`src/rtl/hbm_timing_pkg.sv`:
```
package hbm_timing_pkg;

  //////////////////////////////////////////////////////////////////////
  // Core reset release
  //////////////////////////////////////////////////////////////////////

  // Release countdown width
  localparam int RELEASE_CNT_W = 4;

  // Countdown start, loaded on the first edge out of reset
  localparam logic [RELEASE_CNT_W-1:0] RELEASE_COUNT = 4'd10;

  // Register stages between the lock-qualified reset and dfi_rst_n
  localparam int STAGE_COUNT = 3;

  //////////////////////////////////////////////////////////////////////
  // PHY APB reset stretch
  //////////////////////////////////////////////////////////////////////

  // Stretch counter width
  localparam int APB_CNT_W = 8;

  // Cycles the APB reset is held after the system reset goes away.
  // The counter saturates here and the reset releases one edge later
  localparam logic [APB_CNT_W-1:0] APB_STRETCH = 8'd200;

endpackage

```
`src/rtl/dfi_pkg.sv`:
```
package dfi_pkg;

  //////////////////////////////////////////////////////////////////////
  // DFI control fields
  //////////////////////////////////////////////////////////////////////

  // One bit per rank
  localparam int DFI_CKE_W = 2;
  localparam int DFI_CK_W  = 2;

  // Both ranks on
  localparam logic [DFI_CKE_W-1:0] CKE_ON = 2'b11;

  // Clock runs on the low bit only
  localparam logic [DFI_CK_W-1:0] CK_ON = 2'b01;

  //////////////////////////////////////////////////////////////////////
  // Start-up wait after init complete
  //////////////////////////////////////////////////////////////////////

  localparam int CKE_WAIT_W = 4;

  // Count that turns CKE and CK on
  localparam logic [CKE_WAIT_W-1:0] CKE_WAIT_FIRE = 4'd14;

  // Counter stops here
  localparam logic [CKE_WAIT_W-1:0] CKE_WAIT_MAX = 4'd15;

endpackage

```
`src/rtl/hbm_reset_sequencer.sv`:
```
`timescale 1ns/1ns

module hbm_reset_sequencer
  import hbm_timing_pkg::*;
(
  input  logic AXI_ACLK_IN_0_buf,
  input  logic AXI_ARESET_N_0,
  input  logic mmcm_lock,
  output logic mmcm_rst,
  output logic dfi_rst_n,
  output logic phy_apb_rst_n
);

  logic                     rel_q;
  logic [RELEASE_CNT_W-1:0] rel_cnt;
  logic                     clk_rdy_q;
  logic                     qual_q;
  logic [STAGE_COUNT-1:0]   stage_q;
  logic [APB_CNT_W-1:0]     apb_cnt;
  logic                     apb_rst_n_q;

  //////////////////////////////////////////////////////////////////////
  // Clock-generator reset
  //////////////////////////////////////////////////////////////////////

  // Goes high on the first edge after reset and stays there
  always_ff @(posedge AXI_ACLK_IN_0_buf or negedge AXI_ARESET_N_0) begin
    if (!AXI_ARESET_N_0) begin
      rel_q <= 1'b0;
    end else begin
      rel_q <= 1'b1;
    end
  end

  // Clock generator held in reset until the first edge
  assign mmcm_rst = ~rel_q;

  //////////////////////////////////////////////////////////////////////
  // Core reset release
  //////////////////////////////////////////////////////////////////////

  // Countdown restarts while the release flag is still low
  always_ff @(posedge AXI_ACLK_IN_0_buf or negedge AXI_ARESET_N_0) begin
    if (!AXI_ARESET_N_0) begin
      rel_cnt <= RELEASE_COUNT;
    end else if (!rel_q) begin
      rel_cnt <= RELEASE_COUNT;
    end else if (rel_cnt != '0) begin
      rel_cnt <= rel_cnt - RELEASE_CNT_W'(1);
    end
  end

  // Clock considered ready once the countdown has run out
  always_ff @(posedge AXI_ACLK_IN_0_buf or negedge AXI_ARESET_N_0) begin
    if (!AXI_ARESET_N_0) begin
      clk_rdy_q <= 1'b0;
    end else begin
      clk_rdy_q <= (rel_cnt == '0);
    end
  end

  // Lock is sampled every cycle, a drop pulls the core back into reset
  always_ff @(posedge AXI_ACLK_IN_0_buf or negedge AXI_ARESET_N_0) begin
    if (!AXI_ARESET_N_0) begin
      qual_q <= 1'b0;
    end else begin
      qual_q <= clk_rdy_q & mmcm_lock;
    end
  end

  // Staging pipeline, last stage is the core reset
  always_ff @(posedge AXI_ACLK_IN_0_buf or negedge AXI_ARESET_N_0) begin
    if (!AXI_ARESET_N_0) begin
      stage_q <= '0;
    end else begin
      stage_q <= {stage_q[STAGE_COUNT-2:0], qual_q};
    end
  end

  assign dfi_rst_n = stage_q[STAGE_COUNT-1];

  //////////////////////////////////////////////////////////////////////
  // PHY APB reset stretch
  //////////////////////////////////////////////////////////////////////

  // Saturating count, independent of lock
  always_ff @(posedge AXI_ACLK_IN_0_buf or negedge AXI_ARESET_N_0) begin
    if (!AXI_ARESET_N_0) begin
      apb_cnt     <= '0;
      apb_rst_n_q <= 1'b0;
    end else if (apb_cnt >= APB_STRETCH) begin
      apb_rst_n_q <= 1'b1;
    end else begin
      apb_cnt     <= apb_cnt + APB_CNT_W'(1);
      apb_rst_n_q <= 1'b0;
    end
  end

  assign phy_apb_rst_n = apb_rst_n_q;

endmodule

```
`src/rtl/dfi_bringup.sv`:
```
`timescale 1ns/1ns

module dfi_bringup
  import dfi_pkg::*;
(
  input  logic                 AXI_ACLK_IN_0_buf,
  input  logic                 AXI_ARESET_N_0,
  input  logic                 dfi_rst_n,
  input  logic                 dfi_out_rst_n,
  input  logic                 dfi_init_complete,
  output logic                 dfi_init_start,
  output logic [DFI_CKE_W-1:0] dfi_cke,
  output logic [DFI_CK_W-1:0]  dfi_ck
);

  logic [CKE_WAIT_W-1:0] wait_cnt;

  //////////////////////////////////////////////////////////////////////
  // Init start
  //////////////////////////////////////////////////////////////////////

  // Raised once the PHY is out of its own reset, then held
  always_ff @(posedge AXI_ACLK_IN_0_buf or negedge AXI_ARESET_N_0) begin
    if (!AXI_ARESET_N_0) begin
      dfi_init_start <= 1'b0;
    end else if (!dfi_rst_n) begin
      dfi_init_start <= 1'b0;
    end else if (dfi_out_rst_n) begin
      dfi_init_start <= 1'b1;
    end
  end

  //////////////////////////////////////////////////////////////////////
  // CKE and CK enable
  //////////////////////////////////////////////////////////////////////

  // Counts only cycles with init complete high, so a short pulse
  // just pauses the wait
  always_ff @(posedge AXI_ACLK_IN_0_buf or negedge AXI_ARESET_N_0) begin
    if (!AXI_ARESET_N_0) begin
      wait_cnt <= '0;
    end else if (!dfi_rst_n) begin
      wait_cnt <= '0;
    end else if (dfi_init_complete && (wait_cnt != CKE_WAIT_MAX)) begin
      wait_cnt <= wait_cnt + CKE_WAIT_W'(1);
    end
  end

  // Turned on one edge after the fire count, then held
  always_ff @(posedge AXI_ACLK_IN_0_buf or negedge AXI_ARESET_N_0) begin
    if (!AXI_ARESET_N_0) begin
      dfi_cke <= '0;
      dfi_ck  <= '0;
    end else if (!dfi_rst_n) begin
      dfi_cke <= '0;
      dfi_ck  <= '0;
    end else if (wait_cnt == CKE_WAIT_FIRE) begin
      dfi_cke <= CKE_ON;
      dfi_ck  <= CK_ON;
    end
  end

endmodule

```
`src/rtl/hbm_bringup_top.sv`:
```
`timescale 1ns/1ns

module hbm_bringup_top
  import dfi_pkg::*;
(
  input  logic                 AXI_ACLK_IN_0_buf,
  input  logic                 AXI_ARESET_N_0,

  // Clock generator
  input  logic                 mmcm_lock,
  output logic                 mmcm_rst,

  // PHY resets
  output logic                 phy_apb_rst_n,
  output logic                 dfi_rst_n,

  // DFI start-up
  input  logic                 dfi_out_rst_n,
  input  logic                 dfi_init_complete,
  output logic                 dfi_init_start,
  output logic [DFI_CKE_W-1:0] dfi_cke,
  output logic [DFI_CK_W-1:0]  dfi_ck
);

  // Reset sequencing for the clock generator, the core and the APB side
  hbm_reset_sequencer i_reset_seq (
    .AXI_ACLK_IN_0_buf (AXI_ACLK_IN_0_buf),
    .AXI_ARESET_N_0    (AXI_ARESET_N_0),
    .mmcm_lock         (mmcm_lock),
    .mmcm_rst          (mmcm_rst),
    .dfi_rst_n         (dfi_rst_n),
    .phy_apb_rst_n     (phy_apb_rst_n)
  );

  // Core reset also clears the DFI start-up state
  dfi_bringup i_dfi_bringup (
    .AXI_ACLK_IN_0_buf (AXI_ACLK_IN_0_buf),
    .AXI_ARESET_N_0    (AXI_ARESET_N_0),
    .dfi_rst_n         (dfi_rst_n),
    .dfi_out_rst_n     (dfi_out_rst_n),
    .dfi_init_complete (dfi_init_complete),
    .dfi_init_start    (dfi_init_start),
    .dfi_cke           (dfi_cke),
    .dfi_ck            (dfi_ck)
  );

endmodule

```
`config.mk`:
```
export PLATFORM = sky130hd
export DESIGN_NAME = hbm_bringup_top
export DESIGN_NICKNAME = d
export VERILOG_FILES = /design/src/rtl/hbm_timing_pkg.sv /design/src/rtl/dfi_pkg.sv /design/src/rtl/hbm_reset_sequencer.sv /design/src/rtl/dfi_bringup.sv /design/src/rtl/hbm_bringup_top.sv
export SDC_FILE = /design/constraint.sdc
export NUM_CORES = 1
export LEC_CHECK = 0
export ABC_CLOCK_PERIOD_IN_PS = 1200
export BUFFER_PORTS_ARGS = -buffer_cell sky130_fd_sc_hd__buf_2
export CORE_ASPECT_RATIO = 0.8
export CORE_MARGIN = 1.5
export CORE_UTILIZATION = 50
export CTS_CLUSTER_SIZE = 40
export DETAILED_ROUTE_END_ITERATION = 6
export MAX_ROUTING_LAYER = met4
export PLACE_DENSITY = 0.73
export SYNTH_ARGS = -nofsm -noshare
export SYNTH_HDL_FRONTEND = slang
export SYNTH_SLANG_ARGS = --single-unit
```
`constraint.sdc`:
```
create_clock -name AXI_ACLK_IN_0_buf -period 1.2 [get_ports AXI_ACLK_IN_0_buf]
set_clock_uncertainty 0.1 [all_clocks]
set_input_delay 0.12 -clock AXI_ACLK_IN_0_buf [delete_from_list [all_inputs] [get_ports AXI_ACLK_IN_0_buf]]
set_output_delay 0.12 -clock AXI_ACLK_IN_0_buf [all_outputs]
set_load 0.02 [all_outputs]
```
==> results of run 1 <==
## flip-flops by register name, summed over array words and instances, names as in the netlist
| register | count |
|---|---|
| i_reset_seq.apb_cnt | 8 |
| i_dfi_bringup.wait_cnt | 4 |
| i_reset_seq.rel_cnt | 4 |
| i_reset_seq.stage_q | 3 |
| i_dfi_bringup.dfi_cke | 1 |
| i_dfi_bringup.dfi_init_start | 1 |
| i_reset_seq.clk_rdy_q | 1 |
| i_reset_seq.phy_apb_rst_n | 1 |
| i_reset_seq.qual_q | 1 |
| i_reset_seq.rel_q | 1 |
## worst max-delay path: cells and delay by family (launching register included)
| family | cells | cell delay, ns |
|---|---|---|
| DFF | 1 | 0.43 |
| and+or+nand+nor | 2 | 0.34 |
| adders and majority gates | 1 | 0.24 |
| AOI/OAI and AO/OA | 1 | 0.22 |
## layout make-up
| cell class | instances | area (um2) | share of cell area, % |
|---|---|---|---|
| Clock buffer | 3 | 22.52 | 1.509 |
| Inverter | 8 | 30.03 | 2.012 |
| Tap cell | 25 | 31.28 | 2.096 |
| Timing Repair Buffer | 35 | 270.3 | 18.11 |
| Sequential cell | 25 | 629.4 | 42.16 |
| Multi-Input combinational cell | 57 | 501.7 | 33.61 |
| Clock inverter | 1 | 7.507 | 0.5029 |
## timing repair
item	4_1_cts	5_1_grt
endpoints found under the hold margin	25	0
hold buffers	3	0
gates resized for setup	12	17
buffers inserted	5	7
gates cloned	0	0
endpoints found under the setup margin	14	16
pin swaps	12	8
## per-layer routing
layer / vias up / GRT usage, %
met2: 17 / 25.00
li1: 391 / -
met1: 383 / 21.64
met4: 0 / 2.927
met3: 2 / 6.017
met5: - / -
## where the power goes
group          switching, mW  total, mW  internal (mW)
Combinational         0.0887      0.191          0.102
Sequential            0.0281      0.912          0.884
Clock                  0.258      0.385          0.128
## worst paths after layout
check	depth (start not counted)	slack [ns]	endpoint	from
setup / recovery	4	-0.22	i_dfi_bringup.wait_cnt[1]	i_dfi_bringup.wait_cnt[1]
hold / removal	3	0.02	i_dfi_bringup.wait_cnt[0]	dfi_init_complete
setup reg to reg	4	-0.22	i_dfi_bringup.wait_cnt[1]	i_dfi_bringup.wait_cnt[1]
hold reg to reg	0	0.27	i_reset_seq.stage_q[0]	i_reset_seq.qual_q
max in group asynchronous	2	0.44	i_reset_seq.rel_cnt[1]	AXI_ARESET_N_0
min in group asynchronous	2	0.18	i_reset_seq.apb_cnt[6]	AXI_ARESET_N_0
## placed cells by master, fill, tap and decap left out, types with 2 or more instances in the layout
cell,Yosys,final
inv_2,0,4
nand4_1,2,2
ha_1,6,2
buf_2,0,9
nor3_1,2,2
clkbuf_4,0,3
nand3_2,0,2
ha_2,0,2
conb_1,2,2
xnor2_1,6,5
dlygate4sd3_1,0,3
nand2_1,10,7
ha_4,0,2
a21oi_1,3,2
buf_6,0,6
or3_1,2,2
a31oi_1,2,2
buf_4,3,17
inv_1,8,4
dfrtp_1,23,22
dfstp_2,2,2
nand2_4,0,2
a31o_2,2,2
## per-stage QoR
stage | power, mW | instances
2_1_floorplan | 1.016 | 94
5_1_grt | 1.561 | 154
4_1_cts | 1.490 | 147
3_3_place_gp | 1.080 | 135
6_report | 1.489 | 154
3_5_place_dp | 1.086 | 135
## logic make-up (layout without fill, tap and decap cells)
group	after synthesis	in the layout	synth area share, %
flip-flops	25	25	56.79
multiplexers	1	1	0.9050
AND/OR/NAND/NOR	28	28	14.82
buffers and inverters	12	47	5.090
AO/OA/AOI/OAI	14	14	10.18
XOR/XNOR	6	6	4.751
adder cells (fa/ha/maj)	6	6	6.787
other	2	2	0.6790
==> key figures, run 1 <==
Status
  • Outcome: finished with violations
  • Failing checks: setup timing

Global route
  • Pin count of the biggest net entering global routing: 26
  • First-pass GRT wire length: 3.042 mm
  • GRT Resource Usage Total: 16.42%
  • GRT overflow: 0
  • Antenna violations before repair: 0
  • Vias in the first global route: 683

Final layout
  • Fill count: 141
  • Layout area overhead: 34.95%
  • Core Util, Final: 70.38%
  • Nets: 141
  • Number of diodes: 0
  • Ratio of cells with drive above 1 in the final layout: 47.29%
  • Post-route cell area: 0.001493 mm2

Worst hold path
  • Hold Path Class: in2reg

Timing
  • Fin Hold WS: 0.01789 ns
  • Final min period: 1.422 ns
  • Fmax: 703.1 MHz
  • Final setup fails: 13
  • Pins Over Slew Limit: 0
  • Setup TNS: -1.156 ns
  • Hold Violations, Final: 0
  • Worst rel slew slack: 65.03%
  • RSZ-0062 raised after global routing: true
  • Period utilization: 118.5%
  • Worst-margin pin slew: 0.5245 ns
  • Final setup margin: -0.2222 ns

Route
  • WL/cell: 13.29 um
  • Detail Route Antenna Nets: 0
  • Max Used Layer: met4
  • DRT Pass-1 Iters: 4
  • Met3 routed WL: 95 um
  • Vias per cell: 5.149
  • Total wire length: 2.047 mm
  • M1 WL: 973 um
  • Vias: 793
  • Metal2 WL: 958 um
  • DRC errors left: 0
  • DRT iter0 DRCs: 28

Clock tree
  • Clock Pin Slew Worst Setup and Hold Paths: 0.14 ns
  • Clk Latency, worst-skew pair: 0.33 ns
  • CTS tree: yes
  • Clock Path Buffers: 2
  • Clock tree sinks: 25
  • Number of H-tree levels: 1
  • Clk root buf: clkbuf_4
  • Number of CTS-inserted buffers: 3

Floorplan
  • Starting Density: 52.15%
  • Die X: 55.59 um
  • Core area: 0.002121 mm2
  • I/O pin count: 13
  • Die area: 0.002505 mm2
  • Rows: 15
  • Die Y: 45.07 um

Job
  • Max-cap viol count: 0

Power and ir drop
  • IR Drop Worst-Case VDD: 1.057 mV
  • P per Cell Area: 997.4 mW/mm2
  • Leak pwr: 0.7010 nW

Worst setup path
  • CP max stage delay: 0.43 ns
  • CP Data Arrival Time: 1.56 ns
  • CP Launch Type: flop
  • Worst setup EP type: flop
  • Crit path max fanout: 3
  • Crit path kind: reg2reg
  • CP required: 1.34 ns
  • CP cell instances: ha_2 -> nand3_2 -> and4b_1 -> a31o_2
  • Slowest stage cell, crit path: dfrtp_1

Synth
  • Post-synth EDFFs: 0
  • FFs w/ async S/R, synth: 100.0%
  • Most frequent cell after synthesis: dfrtp_1
  • Yosys reg bits: 25
  • YS warnings: 0
  • Prevailing post-synth register cell: dfrtp_1
  • Top-area cell type share of the netlist area: 52.04%
  • Dominant cell type by area after synthesis: dfrtp_1
  • Post-synthesis sequential area ratio: 56.79%
  • Post-synth top cells: dfrtp_1, nand2_1, inv_1, ha_1, xnor2_1
  • Avg Cell Area, Syn: 11.77 um2
  • Synth cell types: 31
  • Syn Nets: 105
  • Synth Instances: 94
  • Top cells by area, synth: dfrtp_1, ha_1, dfstp_2
  • Synthesized area: 0.001106 mm2

Place
  • Gp weighted congestion: 0.7442
  • Place WS: -0.1304 ns
  • IO Port Bufs: 11
  • HPWL Detailed: 1.175 mm
  • Cell Area, Placed: 0.001246 mm2
No activity file was read; power rests on OpenSTA's default activity.
==> run 2, diff against run 1 <==
==> constraint.sdc (replaced) <==
create_clock -name AXI_ACLK_IN_0_buf -period 1.2 [get_ports AXI_ACLK_IN_0_buf]
set_clock_uncertainty 0.1 [all_clocks]
set_input_delay 0.18 -clock AXI_ACLK_IN_0_buf [delete_from_list [all_inputs] [get_ports AXI_ACLK_IN_0_buf]]
set_output_delay 0.18 -clock AXI_ACLK_IN_0_buf [all_outputs]
set_load 0.02 [all_outputs]
==> run 2 against run 1 <==
  * Total power hardly changed
  * The flow still finishes with violations (setup timing)
  * Highest routed layer unchanged
  * Largest cell class unchanged
  * Global-route usage up 0.93 points
  * Count of clock-buffer cells in the layout unchanged
==> key figures, run 2 (synthesis gave the netlist of run 1 again) <==
Final layout
  • Number of diodes: 0
  • Ratio of cells with drive above 1 in the final layout: 47.69%
  • Core Util, Final: 72.33%
  • Register area: 630.6 um2
  • Nets: 142
  • Top reg by flops: i_reset_seq.apb_cnt
  • Top flop regs: i_reset_seq.apb_cnt: 8 flops, i_dfi_bringup.wait_cnt: 4 flops, i_reset_seq.rel_cnt: 4 flops
  • Number of flip-flops in the largest register: 8
  • Most common cell after layout, fill and taps aside: dfrtp_1
  • Multi-input logic area: 499.2 um2
  • Most frequent cells in the layout: dfrtp_1, buf_4, buf_6, nand2_1, buf_2
  • Fill count: 141
  • Layout area overhead: 38.69%

Timing
  • Worst-margin pin slew: 0.5317 ns
  • Worst rel slew slack: 64.55%
  • RSZ-0062 raised after global routing: true
  • Final min period: 1.402 ns
  • Period utilization: 116.9%
  • Fmax: 713.0 MHz
  • Final setup margin: -0.2025 ns
  • Hold Violations, Final: 0
  • Final setup fails: 17
  • Setup TNS: -1.259 ns
  • Pins Over Slew Limit: 0

Clock tree
  • Number of CTS-inserted buffers: 3
  • CTS tree: yes
  • Clk root buf: clkbuf_4
  • Clock Pin Slew Worst Setup and Hold Paths: 0.14 ns
  • Clock Path Buffers: 2
  • Clk Latency, worst-skew pair: 0.32 ns
  • Clock tree sinks: 25
  • Number of H-tree levels: 1

Place
  • HPWL Detailed: 1.175 mm
  • Gp weighted congestion: 0.7442
  • IO Port Bufs: 11

Global route
  • GRT Resource Usage Total: 17.35%
  • Antenna violations before repair: 0
  • Pin count of the biggest net entering global routing: 26
  • First-pass GRT wire length: 3.187 mm
  • Vias in the first global route: 702
  • GRT overflow: 0

Status
  • Outcome: finished with violations
  • Failing checks: setup timing

Job
  • Max-cap viol count: 0

Floorplan
  • Starting Density: 52.15%
  • Core area: 0.002121 mm2
  • Die Y: 45.07 um
  • I/O pin count: 13
  • Die X: 55.59 um
  • Die area: 0.002505 mm2
  • Rows: 15

Worst setup path
  • CP Data Arrival Time: 1.54 ns
  • CP Launch Type: flop
  • Crit path max fanout: 3
  • Worst setup EP type: flop
  • Crit path kind: reg2reg
  • CP required: 1.33 ns

Route
  • Total wire length: 2.069 mm
  • WL/cell: 13.35 um
  • Vias per cell: 5.258
  • DRC errors left: 0
  • DRT iter0 DRCs: 26
  • Vias: 815
  • Detail Route Antenna Nets: 0
  • DRT Pass-1 Iters: 4

Worst hold path
  • Hold Path Class: in2reg

Power and ir drop
  • Leak pwr: 0.7134 nW
  • IR Drop Worst-Case VDD: 0.9737 mV
  • P per Cell Area: 970.5 mW/mm2
## run 2: worst paths after layout
| kind | cells past startpoint | endpoint | start | slack, ns |
|---|---|---|---|---|
| max | 4 | i_dfi_bringup.wait_cnt[1] | i_dfi_bringup.wait_cnt[1] | -0.20 |
| min | 3 | i_dfi_bringup.wait_cnt[0] | dfi_init_complete | 0.08 |
| max reg2reg | 4 | i_dfi_bringup.wait_cnt[1] | i_dfi_bringup.wait_cnt[1] | -0.20 |
| min reg2reg | 0 | i_reset_seq.stage_q[0] | i_reset_seq.qual_q | 0.27 |
| max in group asynchronous | 2 | i_reset_seq.rel_cnt[3] | AXI_ARESET_N_0 | 0.37 |
| min in group asynchronous | 2 | i_reset_seq.apb_cnt[6] | AXI_ARESET_N_0 | 0.24 |
## run 2: what timing repair did
action / in CTS / in global routing
pin swaps: 11 / 8
setup endpoints to repair: 18 / 19
endpoints found under the hold margin: 25 / 0
setup buffers: 7 / 6
gates resized for setup: 20 / 16
hold buffers: 3 / 0
## run 2: area by class of cell
class                      instances  share of cell area, %
sequential                        25                  41.11
clock buffer                       3                  1.468
multi-input combinational         57                  32.54
inverter                           8                  1.958
timing repair buffer              36                  20.39
clock inverter                     1                 0.4894
tap                               25                  2.039
## run 2: power by group
part / switching (mW) / leakage (nW) / internal (mW)
Combinational: 0.0900 / 0.379 / 0.104
Sequential: 0.0276 / 0.320 / 0.884
Clock: 0.256 / 0.0139 / 0.127
Total: 0.373 / 0.713 / 1.12
## run 2: worst max-delay path, stage by stage, from the launching register on
cell and delay [ns]:
dfrtp_1 0.43, ha_2 0.22, nand3_2 0.11, and4b_1 0.23, a31o_2 0.22
## run 2: per-layer routing
metal	track usage (%)	up-vias	routed length, um
met1	22.57	400	933
met4	2.927	0	21
li1	-	393	-
met2	27.14	20	1025
met3	6.017	2	88
met5	-	-	0
## run 2: per-stage QoR
stage	power (mW)	instances	hold WS, ns	setup WS (ns)	area [um2]
2_1_floorplan	1.016	94	-0.2156	-0.08067	1120
3_3_place_gp	1.080	135	0.09410	-0.1101	1246
3_5_place_dp	1.086	135	0.09538	-0.1304	1246
4_1_cts	1.494	149	0.08865	-0.1117	1418
5_1_grt	1.567	155	0.08083	-0.2464	1534
6_report	1.489	155	0.08037	-0.2025	1534
